## config.mk

```make
export PLATFORM = sky130hd
export DESIGN_NAME = debug_top
export DESIGN_NICKNAME = d
export VERILOG_FILES = /design/src/hw/debug_pkg.sv /design/src/hw/dbg_if.sv /design/src/hw/debug_top.sv /design/src/hw/debug_unit.sv /design/src/hw/tiny_core.sv /design/src/hw/uart_rx.sv /design/src/hw/uart_tx.sv
export VERILOG_INCLUDE_DIRS = /design/src /design/src/hw
export SDC_FILE = /design/constraint.sdc
export NUM_CORES = 1
export LEC_CHECK = 0
export ABC_AREA = 1
export BUFFER_PORTS_ARGS = -buffer_cell sky130_fd_sc_hd__buf_4
export CAP_MARGIN = 10
export CORE_UTILIZATION = 55
export DETAILED_ROUTE_END_ITERATION = 10
export GPL_ROUTABILITY_DRIVEN = 0
export PLACE_DENSITY_LB_ADDON = 0.2
export SETUP_SLACK_MARGIN = 0.05
export SLEW_MARGIN = 0
export SYNTH_ARGS = -nofsm -noshare
export SYNTH_HDL_FRONTEND = slang
export SYNTH_SLANG_ARGS = --single-unit
```

## constraint.sdc

```tcl
create_clock -name i_clock -period 4.4 [get_ports i_clock]
set_clock_uncertainty 0.1 [all_clocks]
set_input_delay 0.88 -clock i_clock [delete_from_list [all_inputs] [get_ports i_clock]]
set_output_delay 0.88 -clock i_clock [all_outputs]
set_load 0.01 [all_outputs]
```

## src/hw/debug_defs.svh

```systemverilog
`ifndef DEBUG_DEFS_SVH
`define DEBUG_DEFS_SVH

// ~~~~~~~~~~~~~~~~~~~~~~~~~~~~~~~~~~~~~~~~
// uart timing
// ~~~~~~~~~~~~~~~~~~~~~~~~~~~~~~~~~~~~~~~~

`define CLKS_PER_BIT 16 // clocks per uart bit

// ~~~~~~~~~~~~~~~~~~~~~~~~~~~~~~~~~~~~~~~~
// core storage
// ~~~~~~~~~~~~~~~~~~~~~~~~~~~~~~~~~~~~~~~~

`define IM_DEPTH 32 // instruction words
`define DM_DEPTH 16 // data bytes
`define RB_DEPTH 8  // registers

// pc, then registers, then data memory
`define DUMP_LEN (1 + `RB_DEPTH + `DM_DEPTH)

`endif

```

## src/hw/debug_pkg.sv

```systemverilog
package debug_pkg;

    typedef enum logic [3:0] {
        IDLE      = 4'd0,
        LOAD_CNT  = 4'd1,
        LOAD_HI   = 4'd2,
        LOAD_LO   = 4'd3,
        RUN       = 4'd4,
        STEP      = 4'd5,
        DUMP      = 4'd6,
        SEND_WAIT = 4'd7
    } state_e;

    typedef enum logic [3:0] {
        NOP  = 4'h0,
        LI   = 4'h1,
        ADD  = 4'h2,
        SUB  = 4'h3,
        LD   = 4'h4,
        ST   = 4'h5,
        HALT = 4'hf
    } opcode_e;

    // ~~~~~~~~~~~~~~~~~~~~~~~~~~~~~~~~~~~~~~~~
    // instruction word, two decodings
    // ~~~~~~~~~~~~~~~~~~~~~~~~~~~~~~~~~~~~~~~~

    typedef union packed {
        struct packed {
            opcode_e    op;
            logic [2:0] rd;
            logic [2:0] rs;
            logic [2:0] rt;
            logic [2:0] unused;
        } r;
        struct packed {
            opcode_e    op;
            logic [2:0] rd;
            logic       unused;
            logic [7:0] imm;
        } i;
    } instr_u;

endpackage

```

## src/hw/dbg_if.sv

```systemverilog
`timescale 1ns/1ns
`include "debug_defs.svh"

interface dbg_if;

    // instruction memory load
    logic                            im_we;
    logic [$clog2(`IM_DEPTH)-1:0]    im_addr;
    logic [15:0]                     im_data;

    // run control
    logic                            exec_en;
    logic                            core_clr;
    logic                            halted;
    logic [7:0]                      pc;

    // debug reads
    logic [$clog2(`RB_DEPTH)-1:0]    rb_addr;
    logic [7:0]                      rb_data;
    logic [$clog2(`DM_DEPTH)-1:0]    dm_addr;
    logic [7:0]                      dm_data;

    modport debug (
        output im_we, im_addr, im_data, exec_en, core_clr, rb_addr, dm_addr,
        input  halted, pc, rb_data, dm_data
    );

    modport core (
        input  im_we, im_addr, im_data, exec_en, core_clr, rb_addr, dm_addr,
        output halted, pc, rb_data, dm_data
    );

endinterface

```

## src/hw/debug_top.sv

```systemverilog
`timescale 1ns/1ns

module debug_top (
    input  logic       i_clock,
    input  logic       i_rst_n,
    input  logic       i_uart_rx,
    output logic       o_uart_tx,
    output logic [3:0] o_state
);

    logic       rx_done;
    logic [7:0] rx_data;
    logic       tx_done;
    logic       tx_start;
    logic [7:0] tx_data;

    dbg_if core_bus ();

    uart_rx u_uart_rx (
        .i_clock (i_clock),
        .i_rst_n (i_rst_n),
        .i_rx    (i_uart_rx),
        .o_data  (rx_data),
        .o_done  (rx_done)
    );

    uart_tx u_uart_tx (
        .i_clock (i_clock),
        .i_rst_n (i_rst_n),
        .i_data  (tx_data),
        .i_start (tx_start),
        .o_tx    (o_uart_tx),
        .o_done  (tx_done)
    );

    debug_unit u_debug_unit (
        .i_clock    (i_clock),
        .i_rst_n    (i_rst_n),
        .i_rx_data  (rx_data),
        .i_rx_done  (rx_done),
        .i_tx_done  (tx_done),
        .o_tx_data  (tx_data),
        .o_tx_start (tx_start),
        .o_state    (o_state),
        .core_bus   (core_bus.debug)
    );

    tiny_core u_tiny_core (
        .i_clock  (i_clock),
        .i_rst_n  (i_rst_n),
        .core_bus (core_bus.core)
    );

endmodule

```

## src/hw/debug_unit.sv

```systemverilog
`timescale 1ns/1ns
`include "debug_defs.svh"

module debug_unit (
    input  logic               i_clock,
    input  logic               i_rst_n,
    input  logic [7:0]         i_rx_data,
    input  logic               i_rx_done,
    input  logic               i_tx_done,
    output logic [7:0]         o_tx_data,
    output logic               o_tx_start,
    output debug_pkg::state_e  o_state,
    dbg_if.debug               core_bus
);

    localparam int IW    = $clog2(`DUMP_LEN);
    localparam int RB_AW = $clog2(`RB_DEPTH);
    localparam int DM_AW = $clog2(`DM_DEPTH);

    localparam logic [IW-1:0] IDX_LAST = IW'(`DUMP_LEN - 1);
    localparam logic [IW-1:0] IDX_RB   = IW'(`RB_DEPTH);
    localparam logic [IW-1:0] IDX_DM   = IW'(1 + `RB_DEPTH);

    localparam logic [7:0] CMD_LOAD = 8'h4c;
    localparam logic [7:0] CMD_RUN  = 8'h52;
    localparam logic [7:0] CMD_STEP = 8'h53;

    debug_pkg::state_e state;
    debug_pkg::instr_u load_word;   // hi byte first
    logic [5:0]        words_left;
    logic [IW-1:0]     idx;         // dump byte index
    logic [IW-1:0]     rb_off;
    logic [IW-1:0]     dm_off;
    logic [7:0]        dump_byte;

    // ~~~~~~~~~~~~~~~~~~~~~~~~~~~~~~~~~~~~~~~~
    // command fsm
    // ~~~~~~~~~~~~~~~~~~~~~~~~~~~~~~~~~~~~~~~~

    always_ff @(posedge i_clock or negedge i_rst_n) begin
        if (!i_rst_n) begin
            state            <= debug_pkg::IDLE;
            core_bus.exec_en <= 1'b0;
            core_bus.im_we   <= 1'b0;
            core_bus.core_clr <= 1'b0;
            core_bus.im_addr <= '0;
            o_tx_start       <= 1'b0;
            words_left       <= '0;
            idx              <= '0;
        end else begin
            core_bus.im_we    <= 1'b0;
            core_bus.core_clr <= 1'b0;
            o_tx_start        <= 1'b0;
            if (core_bus.im_we) core_bus.im_addr <= core_bus.im_addr + 1'b1;
            case (state)
                debug_pkg::IDLE: begin
                    if (i_rx_done) begin
                        case (i_rx_data)
                            CMD_LOAD: state <= debug_pkg::LOAD_CNT;
                            CMD_RUN: begin
                                core_bus.exec_en <= 1'b1;
                                state            <= debug_pkg::RUN;
                            end
                            CMD_STEP: begin
                                core_bus.exec_en <= 1'b1; // single cycle
                                state            <= debug_pkg::STEP;
                            end
                            default: state <= debug_pkg::IDLE;
                        endcase
                    end
                end
                debug_pkg::LOAD_CNT: begin
                    if (i_rx_done) begin
                        if (i_rx_data != 8'd0 && i_rx_data <= 8'(`IM_DEPTH)) begin
                            words_left       <= i_rx_data[5:0];
                            core_bus.im_addr <= '0;
                            state            <= debug_pkg::LOAD_HI;
                        end else begin
                            state <= debug_pkg::IDLE; // bad count
                        end
                    end
                end
                debug_pkg::LOAD_HI: begin
                    if (i_rx_done) state <= debug_pkg::LOAD_LO;
                end
                debug_pkg::LOAD_LO: begin
                    if (i_rx_done) begin
                        core_bus.im_we <= 1'b1;
                        words_left     <= words_left - 1'b1;
                        if (words_left == 6'd1) begin
                            core_bus.core_clr <= 1'b1;
                            state             <= debug_pkg::IDLE;
                        end else begin
                            state <= debug_pkg::LOAD_HI;
                        end
                    end
                end
                debug_pkg::RUN: begin
                    if (core_bus.halted) begin
                        core_bus.exec_en <= 1'b0;
                        idx              <= '0;
                        state            <= debug_pkg::DUMP;
                    end
                end
                debug_pkg::STEP: begin
                    core_bus.exec_en <= 1'b0;
                    idx              <= '0;
                    state            <= debug_pkg::DUMP;
                end
                debug_pkg::DUMP: begin
                    o_tx_start <= 1'b1;
                    state      <= debug_pkg::SEND_WAIT;
                end
                debug_pkg::SEND_WAIT: begin
                    if (i_tx_done) begin
                        if (idx == IDX_LAST) begin
                            state <= debug_pkg::IDLE;
                        end else begin
                            idx   <= idx + 1'b1;
                            state <= debug_pkg::DUMP;
                        end
                    end
                end
                default: state <= debug_pkg::IDLE;
            endcase
        end
    end

    always_ff @(posedge i_clock) begin
        if (state == debug_pkg::LOAD_HI && i_rx_done) load_word[15:8] <= i_rx_data;
        if (state == debug_pkg::LOAD_LO && i_rx_done) load_word[7:0] <= i_rx_data;
        if (state == debug_pkg::DUMP) o_tx_data <= dump_byte;
    end

    // ~~~~~~~~~~~~~~~~~~~~~~~~~~~~~~~~~~~~~~~~
    // dump byte select
    // ~~~~~~~~~~~~~~~~~~~~~~~~~~~~~~~~~~~~~~~~

    assign rb_off = idx - 1'b1;
    assign dm_off = idx - IDX_DM;

    always_comb begin
        if (idx == '0) dump_byte = core_bus.pc;
        else if (idx <= IDX_RB) dump_byte = core_bus.rb_data;
        else dump_byte = core_bus.dm_data;
    end

    assign core_bus.rb_addr = rb_off[RB_AW-1:0];
    assign core_bus.dm_addr = dm_off[DM_AW-1:0];
    assign core_bus.im_data = load_word;
    assign o_state          = state;

    a_no_exec_on_load: assert property (@(posedge i_clock) disable iff (!i_rst_n)
        core_bus.im_we |-> !core_bus.exec_en);

endmodule

```

## src/hw/tiny_core.sv

```systemverilog
`timescale 1ns/1ns
`include "debug_defs.svh"

module tiny_core (
    input  logic i_clock,
    input  logic i_rst_n,
    dbg_if.core  core_bus
);

    localparam int IM_AW = $clog2(`IM_DEPTH);
    localparam int DM_AW = $clog2(`DM_DEPTH);

    logic [15:0]      imem [`IM_DEPTH];
    logic [7:0]       rbank [`RB_DEPTH];
    logic [7:0]       dmem [`DM_DEPTH];
    logic [IM_AW-1:0] pc_q;           // wraps within imem
    logic             halted_q;

    debug_pkg::instr_u instr;
    logic              exec_go;

    assign instr   = imem[pc_q];
    assign exec_go = core_bus.exec_en && !halted_q;

    // ~~~~~~~~~~~~~~~~~~~~~~~~~~~~~~~~~~~~~~~~
    // instruction memory
    // ~~~~~~~~~~~~~~~~~~~~~~~~~~~~~~~~~~~~~~~~

    always_ff @(posedge i_clock) begin
        if (core_bus.im_we) imem[core_bus.im_addr] <= core_bus.im_data;
    end

    // ~~~~~~~~~~~~~~~~~~~~~~~~~~~~~~~~~~~~~~~~
    // pc and halt
    // ~~~~~~~~~~~~~~~~~~~~~~~~~~~~~~~~~~~~~~~~

    always_ff @(posedge i_clock or negedge i_rst_n) begin
        if (!i_rst_n) begin
            pc_q     <= '0;
            halted_q <= 1'b0;
        end else if (core_bus.core_clr) begin
            pc_q     <= '0;
            halted_q <= 1'b0;
        end else if (exec_go) begin
            if (instr.i.op == debug_pkg::HALT) halted_q <= 1'b1; // pc stays on halt
            else pc_q <= pc_q + 1'b1;
        end
    end

    // ~~~~~~~~~~~~~~~~~~~~~~~~~~~~~~~~~~~~~~~~
    // execute
    // ~~~~~~~~~~~~~~~~~~~~~~~~~~~~~~~~~~~~~~~~

    always_ff @(posedge i_clock) begin
        if (core_bus.core_clr) begin
            for (int k = 0; k < `RB_DEPTH; k++) begin
                rbank[k] <= '0;
            end
            for (int k = 0; k < `DM_DEPTH; k++) begin
                dmem[k] <= '0;
            end
        end else if (exec_go) begin
            case (instr.i.op)
                debug_pkg::LI: rbank[instr.i.rd] <= instr.i.imm;
                debug_pkg::ADD: begin
                    rbank[instr.r.rd] <= rbank[instr.r.rs] + rbank[instr.r.rt];
                end
                debug_pkg::SUB: begin
                    rbank[instr.r.rd] <= rbank[instr.r.rs] - rbank[instr.r.rt];
                end
                debug_pkg::LD: rbank[instr.i.rd] <= dmem[instr.i.imm[DM_AW-1:0]];
                debug_pkg::ST: dmem[instr.i.imm[DM_AW-1:0]] <= rbank[instr.i.rd];
                default: ; // nop, halt, undefined
            endcase
        end
    end

    // debug read side
    assign core_bus.rb_data = rbank[core_bus.rb_addr];
    assign core_bus.dm_data = dmem[core_bus.dm_addr];
    assign core_bus.pc      = {{(8 - IM_AW){1'b0}}, pc_q};
    assign core_bus.halted  = halted_q;

    a_pc_frozen: assert property (@(posedge i_clock) disable iff (!i_rst_n)
        halted_q && !core_bus.core_clr |=> $stable(pc_q));

endmodule

```

## src/hw/uart_rx.sv

```systemverilog
`timescale 1ns/1ns
`include "debug_defs.svh"

module uart_rx (
    input  logic       i_clock,
    input  logic       i_rst_n,
    input  logic       i_rx,
    output logic [7:0] o_data,
    output logic       o_done
);

    localparam int CW = $clog2(`CLKS_PER_BIT);
    localparam logic [CW-1:0] CNT_LAST = CW'(`CLKS_PER_BIT - 1);
    localparam logic [CW-1:0] CNT_HALF = CW'(`CLKS_PER_BIT / 2 - 1);

    localparam logic [1:0] RX_IDLE  = 2'd0;
    localparam logic [1:0] RX_START = 2'd1;
    localparam logic [1:0] RX_DATA  = 2'd2;
    localparam logic [1:0] RX_STOP  = 2'd3;

    logic [1:0]    rx_meta;  // two flop sync
    logic [1:0]    st;
    logic [CW-1:0] cnt;
    logic [2:0]    bit_idx;
    logic [7:0]    shreg;

    wire rx_s = rx_meta[1];

    always_ff @(posedge i_clock or negedge i_rst_n) begin
        if (!i_rst_n) begin
            rx_meta <= 2'b11;
            st      <= RX_IDLE;
            cnt     <= '0;
            bit_idx <= '0;
            o_done  <= 1'b0;
        end else begin
            rx_meta <= {rx_meta[0], i_rx};
            o_done  <= 1'b0;
            case (st)
                RX_IDLE: begin
                    cnt <= '0;
                    if (!rx_s) st <= RX_START; // falling edge
                end
                RX_START: begin
                    if (cnt == CNT_HALF) begin
                        cnt     <= '0;
                        bit_idx <= '0;
                        st      <= rx_s ? RX_IDLE : RX_DATA; // glitch check
                    end else begin
                        cnt <= cnt + 1'b1;
                    end
                end
                RX_DATA: begin
                    if (cnt == CNT_LAST) begin
                        cnt     <= '0;
                        bit_idx <= bit_idx + 1'b1;
                        if (bit_idx == 3'd7) st <= RX_STOP;
                    end else begin
                        cnt <= cnt + 1'b1;
                    end
                end
                default: begin
                    if (cnt == CNT_LAST) begin
                        cnt    <= '0;
                        o_done <= 1'b1;
                        st     <= RX_IDLE;
                    end else begin
                        cnt <= cnt + 1'b1;
                    end
                end
            endcase
        end
    end

    always_ff @(posedge i_clock) begin
        if (st == RX_DATA && cnt == CNT_LAST) shreg <= {rx_s, shreg[7:1]}; // lsb first
    end

    assign o_data = shreg;

    a_done_pulse: assert property (@(posedge i_clock) disable iff (!i_rst_n)
        o_done |=> !o_done);

endmodule

```

## src/hw/uart_tx.sv

```systemverilog
`timescale 1ns/1ns
`include "debug_defs.svh"

module uart_tx (
    input  logic       i_clock,
    input  logic       i_rst_n,
    input  logic [7:0] i_data,
    input  logic       i_start,
    output logic       o_tx,
    output logic       o_done
);

    localparam int CW = $clog2(`CLKS_PER_BIT);
    localparam logic [CW-1:0] CNT_LAST = CW'(`CLKS_PER_BIT - 1);

    logic          busy;
    logic [CW-1:0] cnt;
    logic [3:0]    bit_cnt;  // 0 start, 9 stop
    logic [8:0]    shreg;    // stop bit rides above the data

    always_ff @(posedge i_clock or negedge i_rst_n) begin
        if (!i_rst_n) begin
            busy    <= 1'b0;
            cnt     <= '0;
            bit_cnt <= '0;
            o_tx    <= 1'b1;
            o_done  <= 1'b0;
        end else begin
            o_done <= 1'b0;
            if (!busy) begin
                if (i_start) begin
                    busy    <= 1'b1;
                    cnt     <= '0;
                    bit_cnt <= '0;
                    o_tx    <= 1'b0; // start bit
                end
            end else if (cnt == CNT_LAST) begin
                cnt <= '0;
                if (bit_cnt == 4'd9) begin
                    busy   <= 1'b0;
                    o_tx   <= 1'b1;
                    o_done <= 1'b1;
                end else begin
                    bit_cnt <= bit_cnt + 1'b1;
                    o_tx    <= shreg[0];
                end
            end else begin
                cnt <= cnt + 1'b1;
            end
        end
    end

    always_ff @(posedge i_clock) begin
        if (!busy && i_start) shreg <= {1'b1, i_data};
        else if (busy && cnt == CNT_LAST) shreg <= {1'b1, shreg[8:1]};
    end

    a_no_start_busy: assert property (@(posedge i_clock) disable iff (!i_rst_n)
        busy |-> !i_start);

endmodule
```

Yosys cells after proc, flatten, opt, wreduce, memory -nomap -nowiden
Memories as Yosys holds them, arrays and structs flattened.
Index checks and enable logic that the tools add are counted.

storage, ports and cells
  memories kept = 3
  output and inout port bits = 5
  bits in latches = 0
  ROM bits = 0
  input port bits = 3
  memory bits (writable) = 704
  register bits after elaboration = 93

memories
  name               depth  bits a word  rd ports  clocked after Yosys merged registers in  wr ports  line             RTL
  u_tiny_core.imem   32     16           1         0                                        1         tiny_core.sv:13  logic [15:0] imem [`IM_DEPTH];
  u_tiny_core.dmem   16     8            2         0                                        16        tiny_core.sv:15  logic [7:0] dmem [`DM_DEPTH];
  u_tiny_core.rbank  8      8            4         0                                        8         tiny_core.sv:14  logic [7:0] rbank [`RB_DEPTH];

operators by class
  equal/unequal tests = 41
  multiplexer cells = 108
  add/subtract/negate cells = 12
  multiply operators = 0
  reductions and logical operators = 36
  bitwise operators = 3
  div/mod/pow operators = 0
  $lt $le $gt $ge = 2
  shifts and indexed selects = 0

operators with widths
  cell                                                    number
  two-way mux 8 bit                                       8
  two-way mux 4 bit                                       15
  two-way mux 5 bit                                       11
  two-way mux 1 bit                                       51
  one-hot mux 4 bit (8 select lines)                      1
  equality test 4 x 3 -> 1 bit (second input constant)    7
  equality test 8 x 7 -> 1 bit (second input constant)    3
  inequality test 2 bit (second input constant)           11
  two-way mux 6 bit                                       3
  equality test 4 x 2 -> 1 bit (second input constant)    4
  equality test 4 bit (second input constant)             4
  two-way mux 2 bit                                       8
  OR reduction 8 bit                                      2
  adder 5 x 1 -> 5 bit (second input constant)            3
  one-hot mux 5 bit (3 select lines)                      1
  adder 4 x 1 -> 4 bit (second input constant)            3
  two-way mux 3 bit                                       4
  one-hot mux 6 bit (2 select lines)                      1
  AND reduction 4 bit                                     3
  nonzero test 2 bit                                      6
  inequality test 2 x 1 -> 1 bit (second input constant)  5
  one-hot mux 3 bit (3 select lines)                      1
  nonzero test 3 bit                                      3
  adder 8 bit                                             1
  30 further kinds                                        43

Longest topological paths before layout
Gate-level depths: netlist of run 1.
An unclocked memory read counts as a cell.

  depth in word-level cells = 11
  gate-level depth with buffers = 30
  mapped depth without buffers = 27

Modules after synthesis
Synthesis of run 1 repeated with hierarchy kept, for this count alone.

unflattened totals
  cell total of the unflattened synthesis = 3599
  area, all modules = 37373.3 µm²

by module, submodules not included
  module      cells each  times used  area an instance (µm²)  sequential area each (µm²)
  tiny_core   3146        1           33216.9                 21290.4
  debug_unit  277         1           2398.6                  1296.2
  uart_tx     101         1           930.9                   516.7
  uart_rx     75          1           827.0                   543.0

Worst setup path after synthesis of run 1
Ideal clock, no wire load.

  kind = reg-to-reg
  start point = reg u_tiny_core.pc_q[0]
  end point = mem u_tiny_core.rbank[0][6], data pin
  required time = 4.037 ns
  arrival time = 3.820 ns
  path slack = 0.217 ns
  path buffers = 3
  period minus slack after synthesis = 4.183 ns
  stages on the path, launching flop included = 28
  path through = dfrtp_1 > inv_2 > buf_6 > buf_2 > nand2_1 > nand2_1 > nand2_1 > nand3_1 > nand3_1 > nand2_1 > nand2_2 > inv_2 > buf_1 > nor2_1 > o21ai_0 > o22ai_1 > ha_1 > fa_1 > or2_2 > a21oi_1 > or2_2 > a21oi_1 > o21ai_0 > xor2_1 > nand2_1 > nand3_1 > o21ai_2 > nor2_1

RTL lines
  item                    line             RTL
  from (decl)             tiny_core.sv:16  logic [IM_AW-1:0] pc_q;
  from (signal assigned)  tiny_core.sv:46  else pc_q <= pc_q + 1'b1;
  to (decl)               tiny_core.sv:14

==> results of run 1 <==
## synth_stat cells (all sizes together) (2+ instances only)
| cell | count |
|---|---|
| edfxtp | 744 |
| nand2 | 712 |
| nor2 | 547 |
| o21ai | 397 |
| nand3 | 288 |
| inv | 187 |
| a21oi | 158 |
| buf | 137 |
| o211ai | 78 |
| clkbuf | 61 |
| o22ai | 60 |
| dfrtp | 49 |
| ha | 34 |
| nand4 | 23 |
| o221ai | 22 |
| nor3 | 20 |
| xor2 | 13 |
| o21a | 10 |
| or2 | 9 |
| nand3b | 7 |
| a31oi | 6 |
| clkinv | 6 |
| o21bai | 5 |
| o311ai | 4 |
| dfstp | 3 |
| nor3b | 3 |
| o31ai | 3 |
| a211oi | 2 |
| fa | 2 |
| o2111ai | 2 |
| o32ai | 2 |
## worst max-delay path by stage
stage	from	endpoint	slack, ns	cells past startpoint
final	u_tiny_core.pc_q[0]$_DFFE_PN0P_	u_tiny_core.rbank[0][7]$_SDFFCE_PN0P_	-0.23	30
after CTS	u_tiny_core.pc_q[0]$_DFFE_PN0P_	u_tiny_core.rbank[0][7]$_SDFFCE_PN0P_	-0.03	31
after detailed placement	u_tiny_core.pc_q[0]$_DFFE_PN0P_	u_tiny_core.rbank[2][7]$_SDFFCE_PN0P_	-0.29	26
after floorplan	u_tiny_core.pc_q[0]$_DFFE_PN0P_	u_tiny_core.rbank[0][6]$_SDFFCE_PN0P_	0.22	27
after global placement	u_tiny_core.pc_q[0]$_DFFE_PN0P_	u_tiny_core.rbank[2][6]$_SDFFCE_PN0P_	-0.20	22
after global routing	u_tiny_core.pc_q[0]$_DFFE_PN0P_	u_tiny_core.rbank[0][7]$_SDFFCE_PN0P_	-0.36	30
## cells by family after synthesis
| group | share of synthesized area |
|---|---|
| simple gates | 0.184 |
| compound gates | 0.115 |
| other cells | 0.000101 |
| flops | 0.634 |
| fa+ha+maj | 0.0125 |
| buf+inv | 0.0510 |
| xor+xnor | 0.00329 |
## stage by stage
step | instances | setup slack (ns) | util
after floorplan | 3600 | 0.217 | -
after global placement | 4526 | -0.201 | 0.586
after detailed placement | 4526 | -0.291 | 0.586
after CTS | 4723 | -0.0268 | 0.644
after global routing | 4738 | -0.361 | 0.651
final | 4738 | -0.229 | 0.651
## what timing repair did
item | 4_1_cts | 5_1_grt
buffers inserted | 41 | 15
pin swaps | 41 | 51
hold buffers | 0 | 0
gates resized for setup | 150 | 105
setup endpoints to repair | 105 | 207
cloned | 9 | 0
## state kept, by name, indices dropped and copies added (netlist names), 2 cells and up
signal and count:
u_debug_unit.core_bus.im_addr 5, u_debug_unit.core_bus.im_data 16, u_debug_unit.idx 5, u_debug_unit.o_state 3
u_debug_unit.o_tx_data 8, u_debug_unit.words_left 6, u_tiny_core.dmem 128, u_tiny_core.imem 512
u_tiny_core.pc_q 5, u_tiny_core.rbank 64, u_uart_rx.bit_idx 3, u_uart_rx.cnt 4
u_uart_rx.o_data 8, u_uart_rx.rx_meta 2, u_uart_rx.st 2, u_uart_tx.bit_cnt 4
u_uart_tx.cnt 4, u_uart_tx.shreg 8
## cell type report
| class | instances | area, um2 |
|---|---|---|
| Clock inverter | 41 | 566 |
| Sequential cell | 796 | 23700 |
| Tap cell | 873 | 1090 |
| Timing Repair Buffer | 315 | 3050 |
| Clock buffer | 106 | 2150 |
| Timing Repair inverter | 1 | 16.3 |
| Fill cell | 4933 | 23400 |
| Inverter | 193 | 749 |
| Multi-Input combinational cell | 2413 | 12500 |
## power by group through the flow
stage | sequential [mW] | clock [mW] | combinational (mW)
2_1_floorplan | 8.36 | 0 | 0.342
3_3_place_gp | 8.36 | 0 | 0.478
3_5_place_dp | 8.37 | 0 | 0.498
4_1_cts | 8.21 | 7.14 | 0.564
5_1_grt | 8.21 | 7.41 | 0.662
6_report | 8.21 | 7.11 | 0.603
## layer usage
layer	track usage	vias to the layer above	share of wire
met2	0.480	1947	0.45
met5	0	-	0.000091
met4	0.110	2	0.032
met3	0.0605	272	0.12
li1	-	13100	-
met1	0.458	14000	0.40
==> results.yml, run 1 <==
status:
  status: "complete, but fails checks"
  violations: "negative setup slack"
sta:
  worst_pin_slew_ns: 1.13
  slew_viol_final: 0
  setup_slack_ns: -0.229
  hold_viol: 0
  fin_setup_tns_ns: -3.89
  period_share: 1.05
  holdWs_ns: 0.200
  slew_headroom: 0.247
  rsz0062_at_grt: "true"
  setup-violations-final: 35
  period_minus_slack_ns: 4.63
  clock.fmax_mhz: 216
pwr:
  leakage_nw: 16.4
  pwr_density_cell_nw_per_um2: 364
  swShare: 0.212
  switchingPower_mw: 3.37
  seqPwrFrac: 0.516
  p_int_mw: 12.5
  vdd_drop_max_uv: 324
  power.share.clock: 0.447
  pwr-share-comb: 0.038
  p_total_mw: 15.9
global_route:
  overflow: 0
  grt_pass1_vias: 27900
  antenna_found_initial: 1
  track_usage: 0.316
  grt_max_degree: 64
  grt_pass1_wl_um: 167000
routing:
  drt_iter0_markers: 3945
  antenna_left: 0
  num_vias: 29300
  dr.pass1.iters: 8
  via_per_inst: 6.19
  drc: 0
  avgRoutedWirePerCell_um: 23.3
  drt_wl_total_um: 110000
yosys:
  netlist_area_um2: 37300
  syn_inst: 3600
  synth_ff_type: "edfxtp_1"
  yosys-top-cells-area: "edfxtp_1, nand2_1, nor2_1, o21ai_0, nand3_1"
  syn_area_per_cell_um2: 10.4
  ys_ff_latch: 796
  synth_nets: 3639
  yosysSeqAreaShare: 0.634
  async_reset_ff_frac: 0.0653
  synth-edff-count: 744
  synth_top_area_share: 0.599
  synth_top_cell_by_area: "edfxtp_1"
  synth_warnings: 0
  synth_cell_types: 56
cts:
  numCtsBuffers: 81
  cts_tree: "yes"
  htreeDepth: 3
  cts_buffer_depth: 3
  cts_sinks: 796
  clk_latency_ns: 0.65
  cts_root_buf: "clkbuf_16"
  cts.clk_slew.worst_paths_ns: 0.07
critical_path:
  critPathTopFamily: "compound AO/OA/AOI/OAI gates"
  cp_max_fo: 12
  end_kind: "flip-flop"
  cpMaxStageDelayCell: "dfrtp_4"
  r2r-end: "u_tiny_core.rbank[0][7]$_SDFFCE_PN0P_"
  timing.rr.start: "u_tiny_core.pc_q[0]$_DFFE_PN0P_"
  ff2ff_path_depth: 30
  crit_type: "flip-flop to flip-flop"
  cp.required_ns: 4.66
  worstSetupStartpointType: "flip-flop"
  r2r_slack_ns: -0.23
  crit_arrival_ns: 4.89
  cp_slowest_stage_delay_ns: 0.44
  cp_num_buf_inv: 8
placement:
  placedInstanceArea_um2: 39300
  portBuffers: 6
  hpwl_um: 70600
cells_and_area:
  fin_nets: 3840
  n_antenna_cell: 0
  layout-drive-gt1-share: 0.172
  final_area_um2: 43700
  syn2layout_area_growth_pct: 17.3
  final_common_cell: "edfxtp_1"
  final_cell_mix: "edfxtp_1, nand2_1, nor2_1"
die:
  initial_core_util: 0.555
  rows: 95
  fp.dieW_um: 262
  dieArea_um2: 68800
  ios: 8
  fp.dieH_um: 262
  core_area_um2: 67200
worst_hold_path:
  min-delay-path-class: "input pin to async pin"
run:
  cap_violations: 0
Power figures use the tool's default switching activity.
==> run 2: changes to the inputs <==
--- a/config.mk
+++ b/config.mk
@@ -9,7 +9,7 @@
 export ABC_AREA = 1
 export BUFFER_PORTS_ARGS = -buffer_cell sky130_fd_sc_hd__buf_4
 export CAP_MARGIN = 10
-export CORE_UTILIZATION = 55
+export CORE_UTILIZATION = 58
 export DETAILED_ROUTE_END_ITERATION = 10
 export GPL_ROUTABILITY_DRIVEN = 0
 export PLACE_DENSITY_LB_ADDON = 0.2
==> run 2 against run 1 <==
The run still ends with negative setup slack left. Worst hold slack worse by 0.0041 ns. Sequential power barely moved. Flip-flop and latch count unchanged. Core utilization rose by 4.3 points. Non-clock buffer count down 2. Worst setup slack improved by 0.071 ns. Combinational power grew 2%. Cell count down 0.63%. Sequential share of layout area is 0.23 points lower. Global-route usage grew 1.8 points. Critical path type unchanged. Highest routed layer unchanged.
==> results.yml, run 2 (synthesized netlist as in run 1, its figures left out) <==
global_route:
  track_usage: 0.334
  antenna_found_initial: 1
  grt_pass1_vias: 28000
  overflow: 0
  grt_pass1_wl_um: 166000
  grt_max_degree: 90
die:
  ios: 8
  core_area_um2: 63300
  dieArea_um2: 65300
  fp.dieW_um: 256
  fp.dieH_um: 256
  rows: 92
  initial_core_util: 0.589
sta:
  holdWs_ns: 0.196
  setup_slack_ns: -0.158
  clock.fmax_mhz: 219
  period_minus_slack_ns: 4.56
  setup-violations-final: 24
  period_share: 1.04
  slew_headroom: 0.118
  slew_viol_final: 0
  worst_pin_slew_ns: 1.32
  hold_viol: 0
  rsz0062_at_grt: "true"
pwr:
  vdd_drop_max_uv: 375
  leakage_nw: 16.4
  pwr_density_cell_nw_per_um2: 357
placement:
  dpl.cell_count: 4492
  portBuffers: 6
  hpwl_um: 69100
cells_and_area:
  fin_nets: 3839
  n_antenna_cell: 0
  largest_reg_flops: 512
  layout-drive-gt1-share: 0.186
  layout.cells.non_filler: 4708
  final_common_cell: "edfxtp_1"
  syn2layout_area_growth_pct: 17.8
  finish.utilization: 0.694
  largest_registers: "u_tiny_core.imem (512), u_tiny_core.dmem (128), u_tiny_core.rbank (64)"
  final_cell_mix: "edfxtp_1, nand2_1, nor2_1"
  largest-register: "u_tiny_core.imem"
routing:
  drt_wl_total_um: 111000
  via_per_inst: 6.33
  avgRoutedWirePerCell_um: 23.5
  antenna_left: 0
  num_vias: 29800
  dr.pass1.iters: 6
  drc: 0
  drt_iter0_markers: 4642
critical_path:
  crit_type: "flip-flop to flip-flop"
  cp_num_buf_inv: 8
  r2r_slack_ns: -0.16
  worstSetupStartpointType: "flip-flop"
  cp_max_fo: 8
  crit_arrival_ns: 4.94
  critPathTopFamily: "simple AND/OR/NAND/NOR gates"
  ff2ff_path_depth: 28
  cp.required_ns: 4.79
  cp_slowest_stage_delay_ns: 0.53
  timing.rr.start: "u_tiny_core.pc_q[0]$_DFFE_PN0P_"
  r2r-end: "u_tiny_core.rbank[2][6]$_SDFFCE_PN0P_"
  cpMaxStageDelayCell: "dfrtp_4"
  end_kind: "flip-flop"
cts:
  cts_buffer_depth: 3
  cts.clk_slew.worst_paths_ns: 0.06
  clk_latency_ns: 0.65
  numCtsBuffers: 81
  cts_root_buf: "clkbuf_16"
  cts_sinks: 796
  cts_tree: "yes"
  htreeDepth: 3
status:
  violations: "negative setup slack"
  status: "complete, but fails checks"
worst_hold_path:
  min-delay-path-class: "input pin to async pin"
run:
  cap_violations: 0
==> run 2: changes by cell type in the layout (fill, tap and decap cells not counted), sizes merged, moves of 2 or more <==
cell / delta
bufinv: -5
buf: -5
clkbuf: +2
bufbuf: +2
==> run 2: how the worst max path moves through the flow <==
stage,start,to,slack (ns),cells after the start
floorplan,u_tiny_core.pc_q[0]$_DFFE_PN0P_,u_tiny_core.rbank[0][6]$_SDFFCE_PN0P_,0.22,27
global placement,u_tiny_core.pc_q[0]$_DFFE_PN0P_,u_tiny_core.rbank[3][7]$_SDFFCE_PN0P_,-0.30,27
detailed placement,u_tiny_core.pc_q[1]$_DFFE_PN0P_,u_tiny_core.rbank[1][7]$_SDFFCE_PN0P_,-0.45,26
CTS,u_tiny_core.pc_q[0]$_DFFE_PN0P_,u_tiny_core.rbank[3][7]$_SDFFCE_PN0P_,-0.0006,30
global route,u_tiny_core.pc_q[0]$_DFFE_PN0P_,u_tiny_core.rbank[2][6]$_SDFFCE_PN0P_,-0.30,28
finish,u_tiny_core.pc_q[0]$_DFFE_PN0P_,u_tiny_core.rbank[2][6]$_SDFFCE_PN0P_,-0.16,28
==> run 2: layer usage <==
metal  global-route usage  share of wire
met2                0.498           0.44
met4                0.137          0.042
met5                    0        0.00012
met1                0.481           0.38
met3               0.0673           0.13
==> run 2: final cells by class <==
cell class / instances / area [um2]
multi-input combinational: 2413 / 12600
inverter: 193 / 768
timing repair buffer: 313 / 3140
fill: 4510 / 19400
sequential: 796 / 23700
tap: 846 / 1060
timing repair inverter: 2 / 25.0
clock buffer: 107 / 2210
clock inverter: 38 / 440
==> run 2: repair_timing <==
item	4_1_cts	5_1_grt
hold buffers	0	0
setup endpoints to repair	40	249
pin swaps	61	88
gates cloned	12	1
resized for setup	168	156
buffers inserted	53	10
==> run 2: per-stage QoR <==
step / setup TNS [ns] / power (mW) / instance area [um2] / worst slack, ns
floorplan: 0 / 8.70 / 37300 / 0.217
global placement: -7.22 / 8.84 / 39300 / -0.305
detailed placement: -10.69 / 8.86 / 39300 / -0.450
CTS: -0.000567 / 15.7 / 43300 / -0.000567
global route: -5.87 / 16.1 / 43900 / -0.301
finish: -1.96 / 15.7 / 43900 / -0.158
==> run 2: power by group <==
part | leakage [nW] | switching, mW | internal (mW) | total [mW]
registers | 6.98 | 0.0244 | 8.18 | 8.21
clock network | 1.28 | 2.96 | 3.91 | 6.88
logic | 8.17 | 0.370 | 0.243 | 0.614
total | 16.4 | 3.36 | 12.3 | 15.7
